--- src/hdl/rvPkg.sv ---
`default_nettype none

package rvPkg;

  typedef logic [31:0] word_t;
  typedef logic [4:0]  regAddr_t;
  typedef logic [3:0]  aluOp_t;
  typedef logic [1:0]  brOp_t;
  typedef logic [1:0]  wbSel_t;
  typedef logic [1:0]  fwdSel_t;

  localparam int NUM_REGS = 32;

  // addi x0, x0, 0
  localparam word_t NOP_INSTR = 32'h0000_0013;

  // alu operations
  localparam aluOp_t ALU_ADD   = 4'd0;
  localparam aluOp_t ALU_SUB   = 4'd1;
  localparam aluOp_t ALU_AND   = 4'd2;
  localparam aluOp_t ALU_OR    = 4'd3;
  localparam aluOp_t ALU_XOR   = 4'd4;
  localparam aluOp_t ALU_SLT   = 4'd5;
  localparam aluOp_t ALU_SLTU  = 4'd6;
  localparam aluOp_t ALU_SLL   = 4'd7;
  localparam aluOp_t ALU_SRL   = 4'd8;
  localparam aluOp_t ALU_SRA   = 4'd9;
  localparam aluOp_t ALU_PASSB = 4'd10;

  // branch conditions, encoded as {funct3[2], funct3[0]}
  localparam brOp_t BR_EQ = 2'd0;
  localparam brOp_t BR_NE = 2'd1;
  localparam brOp_t BR_LT = 2'd2;
  localparam brOp_t BR_GE = 2'd3;

  // writeback sources
  localparam wbSel_t WB_ALU = 2'd0;
  localparam wbSel_t WB_MEM = 2'd1;
  localparam wbSel_t WB_PC4 = 2'd2;

  // operand sources in EX
  localparam fwdSel_t FWD_RF  = 2'd0;
  localparam fwdSel_t FWD_MEM = 2'd1;
  localparam fwdSel_t FWD_WB  = 2'd2;

  // major opcodes
  localparam logic [6:0] OPC_OP     = 7'b0110011;
  localparam logic [6:0] OPC_OPIMM  = 7'b0010011;
  localparam logic [6:0] OPC_LUI    = 7'b0110111;
  localparam logic [6:0] OPC_LOAD   = 7'b0000011;
  localparam logic [6:0] OPC_STORE  = 7'b0100011;
  localparam logic [6:0] OPC_BRANCH = 7'b1100011;
  localparam logic [6:0] OPC_JAL    = 7'b1101111;
  localparam logic [6:0] OPC_SYSTEM = 7'b1110011;

endpackage

`default_nettype wire
--- src/hdl/cpuTop.sv ---
`default_nettype none

module cpuTop #(
  parameter rvPkg::word_t resetPc = 32'h0000_0000
) (
  input  wire logic         clk,
  input  wire logic         rst,
  output rvPkg::word_t      imemAddr_o,
  input  wire rvPkg::word_t imemData_i,
  output rvPkg::word_t      dmemAddr_o,
  output rvPkg::word_t      dmemWdata_o,
  output logic              dmemWe_o,
  input  wire rvPkg::word_t dmemRdata_i,
  output logic              ecall_o
);

  import rvPkg::*;

  // decode
  word_t    idPc, idImm, idRs1Data, idRs2Data;
  regAddr_t idRs1, idRs2, idRd;
  aluOp_t   idAluOp;
  brOp_t    idBrOp;
  wbSel_t   idWbSel;
  logic     idUseImm, idUseRs1, idUseRs2, idRegWe, idMemRead, idMemWrite;
  logic     idIsBranch, idIsJump, idIsEcall;

  // execute
  word_t    exPc, exRs1Data, exRs2Data, exImm;
  regAddr_t exRs1, exRs2, exRd;
  aluOp_t   exAluOp;
  brOp_t    exBrOp;
  wbSel_t   exWbSel;
  logic     exUseImm, exRegWe, exMemRead, exMemWrite, exIsBranch, exIsJump, exIsEcall;
  word_t    exAluResult, exStoreData, exTarget;
  logic     exRedirect;

  // memory
  word_t    memPc, memAlu, memStoreData, memFwdValue;
  regAddr_t memRd;
  wbSel_t   memWbSel;
  logic     memRegWe, memMemWrite, memIsEcall;

  // writeback
  word_t    wbPc, wbAlu, wbMemData, wbValue;
  regAddr_t wbRd;
  wbSel_t   wbWbSel;
  logic     wbRegWe, wbIsEcall;

  // hazards and halt
  logic     stall, flush, haltReq, haltQ, idExBubble;
  fwdSel_t  fwdA, fwdB;

  // ==============================
  // fetch and decode
  // ==============================
  pcUnit #(.resetPc(resetPc)) uPc (
    .clk        (clk),
    .rst        (rst),
    .stall_i    (stall),
    .halt_i     (haltReq),
    .redirect_i (exRedirect),
    .target_i   (exTarget),
    .pc_o       (imemAddr_o)
  );

  // halt bubbles the fetch slot like a flush
  decoder uDecoder (
    .clk        (clk),
    .rst        (rst),
    .stall_i    (stall),
    .flush_i    (flush || haltReq),
    .instr_i    (imemData_i),
    .pc_i       (imemAddr_o),
    .pc_o       (idPc),
    .rs1_o      (idRs1),
    .rs2_o      (idRs2),
    .rd_o       (idRd),
    .imm_o      (idImm),
    .aluOp_o    (idAluOp),
    .useImm_o   (idUseImm),
    .useRs1_o   (idUseRs1),
    .useRs2_o   (idUseRs2),
    .regWe_o    (idRegWe),
    .memRead_o  (idMemRead),
    .memWrite_o (idMemWrite),
    .isBranch_o (idIsBranch),
    .isJump_o   (idIsJump),
    .isEcall_o  (idIsEcall),
    .brOp_o     (idBrOp),
    .wbSel_o    (idWbSel)
  );

  regFile uRegFile (
    .clk      (clk),
    .rst      (rst),
    .raddr1_i (idRs1),
    .raddr2_i (idRs2),
    .waddr_i  (wbRd),
    .we_i     (wbRegWe),
    .wdata_i  (wbValue),
    .rdata1_o (idRs1Data),
    .rdata2_o (idRs2Data)
  );

  hazardUnit uHazard (
    .idRs1_i     (idRs1),
    .idRs2_i     (idRs2),
    .idUseRs1_i  (idUseRs1),
    .idUseRs2_i  (idUseRs2),
    .exRs1_i     (exRs1),
    .exRs2_i     (exRs2),
    .exRd_i      (exRd),
    .exMemRead_i (exMemRead),
    .memRd_i     (memRd),
    .memRegWe_i  (memRegWe),
    .wbRd_i      (wbRd),
    .wbRegWe_i   (wbRegWe),
    .redirect_i  (exRedirect),
    .stall_o     (stall),
    .flush_o     (flush),
    .fwdA_o      (fwdA),
    .fwdB_o      (fwdB)
  );

  // ==============================
  // ID/EX
  // ==============================
  assign idExBubble = stall || flush || haltReq;

  always_ff @(posedge clk) begin
    if (rst || idExBubble) begin
      exRegWe    <= 1'b0;
      exMemRead  <= 1'b0;
      exMemWrite <= 1'b0;
      exIsBranch <= 1'b0;
      exIsJump   <= 1'b0;
      exIsEcall  <= 1'b0;
    end else begin
      exRegWe    <= idRegWe;
      exMemRead  <= idMemRead;
      exMemWrite <= idMemWrite;
      exIsBranch <= idIsBranch;
      exIsJump   <= idIsJump;
      exIsEcall  <= idIsEcall;
    end
  end

  always_ff @(posedge clk) begin
    exPc      <= idPc;
    exRs1Data <= idRs1Data;
    exRs2Data <= idRs2Data;
    exImm     <= idImm;
    exRs1     <= idRs1;
    exRs2     <= idRs2;
    exRd      <= idRd;
    exAluOp   <= idAluOp;
    exUseImm  <= idUseImm;
    exBrOp    <= idBrOp;
    exWbSel   <= idWbSel;
  end

  executeUnit uExecute (
    .pc_i        (exPc),
    .rs1Data_i   (exRs1Data),
    .rs2Data_i   (exRs2Data),
    .imm_i       (exImm),
    .aluOp_i     (exAluOp),
    .useImm_i    (exUseImm),
    .isBranch_i  (exIsBranch),
    .isJump_i    (exIsJump),
    .brOp_i      (exBrOp),
    .fwdA_i      (fwdA),
    .fwdB_i      (fwdB),
    .memAlu_i    (memFwdValue),
    .wbValue_i   (wbValue),
    .aluResult_o (exAluResult),
    .storeData_o (exStoreData),
    .target_o    (exTarget),
    .redirect_o  (exRedirect)
  );

  // ==============================
  // EX/MEM
  // ==============================
  always_ff @(posedge clk) begin
    if (rst) begin
      memRegWe    <= 1'b0;
      memMemWrite <= 1'b0;
      memIsEcall  <= 1'b0;
    end else begin
      memRegWe    <= exRegWe;
      memMemWrite <= exMemWrite;
      memIsEcall  <= exIsEcall;
    end
  end

  always_ff @(posedge clk) begin
    memPc        <= exPc;
    memAlu       <= exAluResult;
    memStoreData <= exStoreData;
    memRd        <= exRd;
    memWbSel     <= exWbSel;
  end

  // jal in MEM forwards its link, a load its read data
  always_comb begin
    case (memWbSel)
      WB_MEM:  memFwdValue = dmemRdata_i;
      WB_PC4:  memFwdValue = memPc + 32'd4;
      default: memFwdValue = memAlu;
    endcase
  end

  assign dmemAddr_o  = memAlu;
  assign dmemWdata_o = memStoreData;
  assign dmemWe_o    = memMemWrite;

  // ==============================
  // MEM/WB and writeback
  // ==============================
  always_ff @(posedge clk) begin
    if (rst) begin
      wbRegWe   <= 1'b0;
      wbIsEcall <= 1'b0;
    end else begin
      wbRegWe   <= memRegWe;
      wbIsEcall <= memIsEcall;
    end
  end

  always_ff @(posedge clk) begin
    wbPc      <= memPc;
    wbAlu     <= memAlu;
    wbMemData <= dmemRdata_i;
    wbRd      <= memRd;
    wbWbSel   <= memWbSel;
  end

  always_comb begin
    case (wbWbSel)
      WB_MEM:  wbValue = wbMemData;
      WB_PC4:  wbValue = wbPc + 32'd4;
      default: wbValue = wbAlu;
    endcase
  end

  // ==============================
  // halt
  // ==============================
  // once ecall is past decode everything younger is bubbled
  assign haltReq = exIsEcall || memIsEcall || wbIsEcall || haltQ;

  always_ff @(posedge clk) begin
    if (rst) begin
      haltQ <= 1'b0;
    end else if (wbIsEcall) begin
      haltQ <= 1'b1;
    end
  end

  assign ecall_o = haltQ;

  // the halt keeps the store port quiet for good
  noStoreAfterHalt: assert property (@(posedge clk) disable iff (rst) haltQ |-> !dmemWe_o)
    else $error("store issued after ecall halt");

endmodule

`default_nettype wire

--- src/hdl/executeUnit.sv ---
`default_nettype none

module executeUnit (
  input  wire rvPkg::word_t   pc_i,
  input  wire rvPkg::word_t   rs1Data_i,
  input  wire rvPkg::word_t   rs2Data_i,
  input  wire rvPkg::word_t   imm_i,
  input  wire rvPkg::aluOp_t  aluOp_i,
  input  wire logic           useImm_i,
  input  wire logic           isBranch_i,
  input  wire logic           isJump_i,
  input  wire rvPkg::brOp_t   brOp_i,
  input  wire rvPkg::fwdSel_t fwdA_i,
  input  wire rvPkg::fwdSel_t fwdB_i,
  input  wire rvPkg::word_t   memAlu_i,
  input  wire rvPkg::word_t   wbValue_i,
  output rvPkg::word_t        aluResult_o,
  output rvPkg::word_t        storeData_o,
  output rvPkg::word_t        target_o,
  output logic                redirect_o
);

  import rvPkg::*;

  word_t opA;
  word_t opB;
  word_t aluB;
  logic  taken;

  function automatic word_t pickOperand(input fwdSel_t sel, input word_t rfData,
                                        input word_t memData, input word_t wbData);
    case (sel)
      FWD_MEM: return memData;
      FWD_WB:  return wbData;
      default: return rfData;
    endcase
  endfunction

  // forwarded registers also feed the comparator and store data
  assign opA         = pickOperand(fwdA_i, rs1Data_i, memAlu_i, wbValue_i);
  assign opB         = pickOperand(fwdB_i, rs2Data_i, memAlu_i, wbValue_i);
  assign aluB        = useImm_i ? imm_i : opB;
  assign storeData_o = opB;

  always_comb begin
    case (aluOp_i)
      ALU_ADD:   aluResult_o = opA + aluB;
      ALU_SUB:   aluResult_o = opA - aluB;
      ALU_AND:   aluResult_o = opA & aluB;
      ALU_OR:    aluResult_o = opA | aluB;
      ALU_XOR:   aluResult_o = opA ^ aluB;
      ALU_SLT:   aluResult_o = {31'b0, $signed(opA) < $signed(aluB)};
      ALU_SLTU:  aluResult_o = {31'b0, opA < aluB};
      ALU_SLL:   aluResult_o = opA << aluB[4:0];
      ALU_SRL:   aluResult_o = opA >> aluB[4:0];
      ALU_SRA:   aluResult_o = $signed(opA) >>> aluB[4:0];
      ALU_PASSB: aluResult_o = aluB;
      default:   aluResult_o = '0;
    endcase
  end

  always_comb begin
    case (brOp_i)
      BR_EQ:   taken = (opA == opB);
      BR_NE:   taken = (opA != opB);
      BR_LT:   taken = ($signed(opA) < $signed(opB));
      default: taken = ($signed(opA) >= $signed(opB));
    endcase
  end

  // branch and jal share pc-relative target
  assign target_o   = pc_i + imm_i;
  assign redirect_o = isJump_i || (isBranch_i && taken);

  fwdLegal: assert final (fwdA_i inside {FWD_RF, FWD_MEM, FWD_WB} &&
                          fwdB_i inside {FWD_RF, FWD_MEM, FWD_WB})
    else $error("unused forward select code: A=%0d B=%0d", fwdA_i, fwdB_i);

endmodule

`default_nettype wire

--- src/hdl/hazardUnit.sv ---
`default_nettype none

module hazardUnit (
  input  wire rvPkg::regAddr_t idRs1_i,
  input  wire rvPkg::regAddr_t idRs2_i,
  input  wire logic            idUseRs1_i,
  input  wire logic            idUseRs2_i,
  input  wire rvPkg::regAddr_t exRs1_i,
  input  wire rvPkg::regAddr_t exRs2_i,
  input  wire rvPkg::regAddr_t exRd_i,
  input  wire logic            exMemRead_i,
  input  wire rvPkg::regAddr_t memRd_i,
  input  wire logic            memRegWe_i,
  input  wire rvPkg::regAddr_t wbRd_i,
  input  wire logic            wbRegWe_i,
  input  wire logic            redirect_i,
  output logic                 stall_o,
  output logic                 flush_o,
  output rvPkg::fwdSel_t       fwdA_o,
  output rvPkg::fwdSel_t       fwdB_o
);

  import rvPkg::*;

  // newest producer wins
  function automatic fwdSel_t selectFwd(input logic memHit, input logic wbHit);
    if (memHit) begin
      return FWD_MEM;
    end
    if (wbHit) begin
      return FWD_WB;
    end
    return FWD_RF;
  endfunction

  assign fwdA_o = selectFwd(memRegWe_i && memRd_i == exRs1_i,
                            wbRegWe_i && wbRd_i == exRs1_i);
  assign fwdB_o = selectFwd(memRegWe_i && memRd_i == exRs2_i,
                            wbRegWe_i && wbRd_i == exRs2_i);

  // load in EX feeding the instruction in decode
  assign stall_o = exMemRead_i && exRd_i != '0 &&
                   ((idUseRs1_i && idRs1_i == exRd_i) || (idUseRs2_i && idRs2_i == exRd_i));

  assign flush_o = redirect_i;

  // a redirecting branch or jal in EX is never a load
  noStallFlush: assert final (!(stall_o && flush_o))
    else $error("load-use stall and redirect flush in the same cycle");

endmodule

`default_nettype wire

--- src/hdl/regFile.sv ---
`default_nettype none

module regFile (
  input  wire logic            clk,
  input  wire logic            rst,
  input  wire rvPkg::regAddr_t raddr1_i,
  input  wire rvPkg::regAddr_t raddr2_i,
  input  wire rvPkg::regAddr_t waddr_i,
  input  wire logic            we_i,
  input  wire rvPkg::word_t    wdata_i,
  output rvPkg::word_t         rdata1_o,
  output rvPkg::word_t         rdata2_o
);

  import rvPkg::*;

  // x0 has no storage
  word_t regs [1:NUM_REGS-1];

  always_ff @(posedge clk) begin
    if (rst) begin
      for (int i = 1; i < NUM_REGS; i++) begin
        regs[i] <= '0;
      end
    end else if (we_i && waddr_i != '0) begin
      regs[waddr_i] <= wdata_i;
    end
  end

  // write-through so decode sees the value retiring in WB
  assign rdata1_o = (raddr1_i == '0) ? '0 :
                    (we_i && raddr1_i == waddr_i) ? wdata_i : regs[raddr1_i];
  assign rdata2_o = (raddr2_i == '0) ? '0 :
                    (we_i && raddr2_i == waddr_i) ? wdata_i : regs[raddr2_i];

  // decode drops x0 writes before they enter the pipe
  noWriteX0: assert property (@(posedge clk) disable iff (rst) we_i |-> waddr_i != '0)
    else $error("register write to x0 reached WB");

endmodule

`default_nettype wire

--- src/hdl/decoder.sv ---
`default_nettype none

module decoder (
  input  wire logic         clk,
  input  wire logic         rst,
  input  wire logic         stall_i,
  input  wire logic         flush_i,
  input  wire rvPkg::word_t instr_i,
  input  wire rvPkg::word_t pc_i,
  output rvPkg::word_t      pc_o,
  output rvPkg::regAddr_t   rs1_o,
  output rvPkg::regAddr_t   rs2_o,
  output rvPkg::regAddr_t   rd_o,
  output rvPkg::word_t      imm_o,
  output rvPkg::aluOp_t     aluOp_o,
  output logic              useImm_o,
  output logic              useRs1_o,
  output logic              useRs2_o,
  output logic              regWe_o,
  output logic              memRead_o,
  output logic              memWrite_o,
  output logic              isBranch_o,
  output logic              isJump_o,
  output logic              isEcall_o,
  output rvPkg::brOp_t      brOp_o,
  output rvPkg::wbSel_t     wbSel_o
);

  import rvPkg::*;

  word_t      instrQ;
  word_t      immI, immS, immB, immU, immJ;
  logic [6:0] opcode;
  logic [2:0] funct3;
  logic       writes;

  function automatic aluOp_t aluFromFunct(input logic [2:0] f3, input logic alt);
    case (f3)
      3'b000:  return alt ? ALU_SUB : ALU_ADD;
      3'b001:  return ALU_SLL;
      3'b010:  return ALU_SLT;
      3'b011:  return ALU_SLTU;
      3'b100:  return ALU_XOR;
      3'b101:  return alt ? ALU_SRA : ALU_SRL;
      3'b110:  return ALU_OR;
      default: return ALU_AND;
    endcase
  endfunction

  // ==============================
  // IF/ID register
  // ==============================
  always_ff @(posedge clk) begin
    if (rst || flush_i) begin
      instrQ <= NOP_INSTR;
    end else if (!stall_i) begin
      instrQ <= instr_i;
    end
  end

  always_ff @(posedge clk) begin
    if (!stall_i) begin
      pc_o <= pc_i;
    end
  end

  assign opcode = instrQ[6:0];
  assign funct3 = instrQ[14:12];
  assign rs1_o  = instrQ[19:15];
  assign rs2_o  = instrQ[24:20];
  assign rd_o   = instrQ[11:7];

  // ==============================
  // immediates
  // ==============================
  assign immI = {{20{instrQ[31]}}, instrQ[31:20]};
  assign immS = {{20{instrQ[31]}}, instrQ[31:25], instrQ[11:7]};
  assign immB = {{19{instrQ[31]}}, instrQ[31], instrQ[7], instrQ[30:25], instrQ[11:8], 1'b0};
  assign immU = {instrQ[31:12], 12'b0};
  assign immJ = {{11{instrQ[31]}}, instrQ[31], instrQ[19:12], instrQ[20], instrQ[30:21], 1'b0};

  // ==============================
  // control decode
  // ==============================
  always_comb begin
    imm_o      = immI;
    aluOp_o    = ALU_ADD;
    useImm_o   = 1'b0;
    useRs1_o   = 1'b0;
    useRs2_o   = 1'b0;
    writes     = 1'b0;
    memRead_o  = 1'b0;
    memWrite_o = 1'b0;
    isBranch_o = 1'b0;
    isJump_o   = 1'b0;
    isEcall_o  = 1'b0;
    brOp_o     = BR_EQ;
    wbSel_o    = WB_ALU;
    case (opcode)
      OPC_OP: begin
        useRs1_o = 1'b1;
        useRs2_o = 1'b1;
        writes   = 1'b1;
        aluOp_o  = aluFromFunct(funct3, instrQ[30]);
      end
      OPC_OPIMM: begin
        // bit 30 only selects sra here, for addi it is immediate
        useRs1_o = 1'b1;
        useImm_o = 1'b1;
        writes   = 1'b1;
        aluOp_o  = aluFromFunct(funct3, instrQ[30] && funct3 == 3'b101);
      end
      OPC_LUI: begin
        useImm_o = 1'b1;
        writes   = 1'b1;
        imm_o    = immU;
        aluOp_o  = ALU_PASSB;
      end
      OPC_LOAD: begin
        if (funct3 == 3'b010) begin
          useRs1_o  = 1'b1;
          useImm_o  = 1'b1;
          writes    = 1'b1;
          memRead_o = 1'b1;
          wbSel_o   = WB_MEM;
        end
      end
      OPC_STORE: begin
        if (funct3 == 3'b010) begin
          useRs1_o   = 1'b1;
          useRs2_o   = 1'b1;
          useImm_o   = 1'b1;
          memWrite_o = 1'b1;
          imm_o      = immS;
        end
      end
      OPC_BRANCH: begin
        // beq bne blt bge, unsigned forms stay bubbles
        if (!funct3[1]) begin
          useRs1_o   = 1'b1;
          useRs2_o   = 1'b1;
          isBranch_o = 1'b1;
          imm_o      = immB;
          brOp_o     = {funct3[2], funct3[0]};
        end
      end
      OPC_JAL: begin
        writes   = 1'b1;
        isJump_o = 1'b1;
        imm_o    = immJ;
        wbSel_o  = WB_PC4;
      end
      OPC_SYSTEM: begin
        isEcall_o = (instrQ[31:7] == '0);
      end
      default: begin
      end
    endcase
  end

  // x0 is never written
  assign regWe_o = writes && (rd_o != '0);

endmodule

`default_nettype wire

--- src/hdl/pcUnit.sv ---
`default_nettype none

module pcUnit #(
  parameter rvPkg::word_t resetPc = 32'h0000_0000
) (
  input  wire logic         clk,
  input  wire logic         rst,
  input  wire logic         stall_i,
  input  wire logic         halt_i,
  input  wire logic         redirect_i,
  input  wire rvPkg::word_t target_i,
  output rvPkg::word_t      pc_o
);

  always_ff @(posedge clk) begin
    if (rst) begin
      pc_o <= resetPc;
    end else if (redirect_i) begin
      // branch or jal resolved in EX
      pc_o <= target_i;
    end else if (!stall_i && !halt_i) begin
      pc_o <= pc_o + 32'd4;
    end
  end

  // targets come from EX immediates, so this also covers decode
  pcAligned: assert property (@(posedge clk) disable iff (rst) pc_o[1:0] == 2'b00)
    else $error("fetch pc not word aligned: %h", pc_o);

endmodule

`default_nettype wire

--- config.mk ---
export PLATFORM = sky130hd
export DESIGN_NAME = cpuTop
export DESIGN_NICKNAME = d
export VERILOG_FILES = /design/src/hdl/rvPkg.sv /design/src/hdl/cpuTop.sv /design/src/hdl/executeUnit.sv /design/src/hdl/hazardUnit.sv /design/src/hdl/regFile.sv /design/src/hdl/decoder.sv /design/src/hdl/pcUnit.sv
export SDC_FILE = /design/constraint.sdc
export NUM_CORES = 2
export LEC_CHECK = 0
export BUFFER_PORTS_ARGS = -buffer_cell sky130_fd_sc_hd__buf_2
export CORE_MARGIN = 2
export CORE_UTILIZATION = 60
export CTS_CLUSTER_DIAMETER = 60
export CTS_CLUSTER_SIZE = 8
export DETAILED_ROUTE_END_ITERATION = 8
export PLACE_DENSITY = 0.73
export REMOVE_ABC_BUFFERS = 1
export SYNTH_ARGS = -nofsm -noshare
export SYNTH_HDL_FRONTEND = slang
export SYNTH_SLANG_ARGS = --single-unit
--- constraint.sdc ---
create_clock -name clk -period 8.2 [get_ports clk]
set_clock_uncertainty 0.1 [all_clocks]
set_input_delay 0.41 -clock clk [delete_from_list [all_inputs] [get_ports clk]]
set_output_delay 0.41 -clock clk [all_outputs]
set_load 0.03 [all_outputs]
==> run summary <==
Largest Register: uRegFile.regs
I/O pins: 164
FFs w/ async S/R, synth: 0%
Yosys cell types: 111
Synth Cell Area: 80,400 um2
Cell Count, Final, Fillers Out: 8,697
Max-cap violations: 0
Vias: 63,812
setup violators final: 0
hold-critical path depth: 3
first-pass GRT wire length: 442,000 um
Reg area: 40,600 um2
antenna viol nets, final: 0
FF-to-FF Start: wbWbSel[1]
Post-synth top flop: edfxtp_1
register bit count reported by yosys: 1,500
Detail Placement HPWL: 197,000 um
final hold violation count: 0
status: completed
initial antenna violation count: 23
Die X: 370 um
area of the multi-input gates: 37,200 um2
Worst setup EP type: flip-flop
clk_lat worst skew: 0.87 ns
critical-path cell list: ha_2 > a22oi_1 > o21a_1 > buf_4 > nor2_1 > a21oi_1 > o21ai_0 > ha_1 > inv_1 > fa_1 > o21bai_1 > a21oi_1 > o21ai_0 > and3_1 > o21ai_0 > a21oi_1 > nor2_1 > a21oi_1 > o41ai_1 > a221o_1 > o21ai_0 > or4b_2
GRT overflow: 0
clock tree buffer depth: 3
largest family of logic cells by synthesized area: multiplexers
Setup WS post-layout: 0.642 ns
vias in the first global route: 62,635
Crit path largest cell delay: 0.85 ns
placed cell count: 8,334
register-to-register path setup slack: 0.64 ns
Critical R2R Capture: dmemAddr_o[28]
crit start category: flip-flop
Post-Synth XOR/XNOR Area: 1.35%
Post-layout nets: 7,073
die area: 137,000 um2
core area: 133,000 um2
Rel. slew slack: 15.0%
std cell rows: 134
cells after synthesis: 6,731
Setup TNS Final: 0 ns
synth warn: 0
actual slew at the worst max-slew pin: 1.26 ns
Hold Crit Class: input port to flip-flop
total power draw: 23.3 mW
CP required: 8.75 ns
number of flip-flops in the largest register: 1,024
mux cell area share after synthesis: 20.3%
CP max stage cell: o21ai_0
layout cell share with drive strength beyond 1: 20.8%
Via density: 7.34
worst r2r path cells: 22
sequential share of the synthesized area: 50.5%
drt pass-1 iters: 6
P_leak: 33.6 nW
post-synthesis compound-gate area fraction: 9.54%
cells resized by post-CTS repair: 0
Pwr Density: 259 nW/um2
Die Y: 370 um
Area Growth Syn to Fin: 11.9%
register clock-pin slew on the reported worst setup and hold paths: 0.05 ns
Synth Area in Simple Gates: 12.0%
adder-cell share of the synthesized area: 2.60%
highest clock rate: 132 MHz
Initial Util: 60.4%
CTS Buf Count: 210
Avg Synthesized Cell Area: 11.9 um2
Critical Setup Path Class: flip-flop to flip-flop
Placement Cell Area: 83,300 um2
final instance area: 89,900 um2
iteration-0 DRC count of the detailed router: 9,990
TritonCTS clock tree: done
Tcrit/Tclk final: 92.2%
Final min period: 7.56 ns
WL final: 312,000 um
Root Driver: clkbuf_16
dpl ws: 1.02 ns
max-slew violation count: 0
clk sink count: 1,500
all-layer global routing usage: 45.5%
hold endpoint: wbIsEcall
Max FO, Critical Path: 41
Post-synth EDFFs: 1,056
Avg WL per Cell: 35.9 um
Max VDD drop: 0.206 mV
# DRC: 0
RSZ-0062 raised after global routing: false
arrival time worst endpoint: 8.11 ns
largest net degree at the start of global routing: 130
post-CTS setup buffer count: 0
filler cell count: 9,631
RD Place Congestion: 1.07
Worst Min Path Start: rst
input/output buffers: 163
CTS H-tree depth: 4
synthesized netlist by cell type, types with 99 or more instances:
master,count,area share [%]
a211oi_1,99,0.92
a21oi_1,261,1.6
clkbuf_1,456,2.1
dfxtp_1,444,11
edfxtp_1,1056,39
ha_1,162,2.5
inv_1,192,0.90
mux2i_1,162,2.0
mux4_2,641,18
nand2_1,372,1.7
nor2_1,1313,6.1
o21ai_0,249,1.6
layout make-up:
type / instances / area share (%)
clock buffer: 271 / 6.17
clock inverter: 19 / 0.442
tap: 1768 / 2.46
multi-input combinational: 4487 / 41.3
antenna: 9 / 0.0250
timing repair buffer: 443 / 3.55
inverter: 200 / 0.835
sequential: 1500 / 45.2
placed cells by master, fill, tap and decap left out, types with 23 or more instances in the layout:
cell | Yosys | final
a221oi_1 | 30 | 30
and3_1 | 30 | 29
nand2_2 | 0 | 35
nor2b_1 | 27 | 27
o21bai_1 | 30 | 30
o221ai_1 | 25 | 25
a21oi_1 | 261 | 261
buf_2 | 17 | 163
clkbuf_16 | 0 | 213
a31oi_1 | 37 | 37
nor4_1 | 56 | 55
and4_1 | 23 | 23
nand4_1 | 49 | 49
clkbuf_1 | 456 | 58
nand2b_1 | 36 | 36
o21ai_0 | 249 | 249
edfxtp_1 | 1056 | 1056
o22ai_1 | 38 | 38
inv_1 | 192 | 192
conb_1 | 1 | 32
a21o_1 | 62 | 62
nand2_1 | 372 | 337
mux4_2 | 641 | 641
dlygate4sd3_1 | 0 | 64
buf_4 | 2 | 207
xor2_1 | 49 | 49
nor3_2 | 21 | 25
o211ai_1 | 55 | 55
o21a_1 | 29 | 29
mux2i_1 | 162 | 159
and2_1 | 27 | 27
a22oi_1 | 25 | 25
dfxtp_1 | 444 | 433
nor3_1 | 72 | 67
xnor2_1 | 72 | 72
nor2_1 | 1313 | 1306
ha_1 | 162 | 161
a211oi_1 | 99 | 98
nand3_1 | 75 | 72
what timing repair did:
action                                 CTS  global route
endpoints found under the hold margin   74             0
setup endpoints to repair                0             0
hold buffers                            64             0
layer usage:
metal	wire [um]	part of all wire, %	vias up	GRT usage (%)
met2	140000	45	5758	69.0
met5	92	0.029	-	0
met1	104000	33	31052	56.1
met3	41000	13	1477	12.7
li1	-	-	25509	-
met4	27800	8.9	16	33.4
how the worst max path moves through the flow:
stage	slack [ns]	depth (start not counted)	from	endpoint
finish	0.64	22	wbWbSel[1]	dmemAddr_o[28]
global route	0.63	22	wbWbSel[1]	dmemAddr_o[28]
CTS	0.92	22	wbWbSel[1]	dmemAddr_o[28]
detailed placement	1.02	22	wbRd[4]	dmemAddr_o[28]
global placement	1.03	24	wbWbSel[0]	dmemAddr_o[31]
floorplan	-4.03	6	flip-flop	exRs1Data[20]
cells by family (layout without fill, tap and decap cells):
kind of cell             Yosys count  in the layout
XOR/XNOR                         122            122
adder cells (fa/ha/maj)          165            165
AO/OA/AOI/OAI                   1146           1146
flip-flops                      1500           1500
AND/OR/NAND/NOR                 2194           2194
multiplexers                     828            828
other                              1             41
buffers and inverters            775            933
worst max-delay path, delay by kind of cell (launching register included):
| kind | cells | cell delay (ns) |
|---|---|---|
| adders and majority gates | 3 | 1.48 |
| AOI/OAI and AO/OA | 13 | 3.86 |
| and+or+nand+nor | 4 | 1.24 |
| buffers and inverters | 2 | 0.35 |
| DFF | 1 | 0.35 |
where the power goes:
| group | total (mW) | leakage [nW] | switching [mW] | internal, mW |
|---|---|---|---|---|
| combinational | 6.09 | 16.1 | 4.19 | 1.90 |
| clock | 8.02 | 2.85 | 3.32 | 4.70 |
| sequential | 9.23 | 14.6 | 0.573 | 8.65 |
per-stage QoR:
step | hold slack [ns] | utilization, %
4_1_cts | 0.121 | 67.5
2_1_floorplan | 0.210 | -
3_3_place_gp | 0.221 | 62.6
5_1_grt | 0.173 | 67.6
3_5_place_dp | 0.214 | 62.6
6_report | 0.183 | 67.6
(Power assumes the default switching activity.)
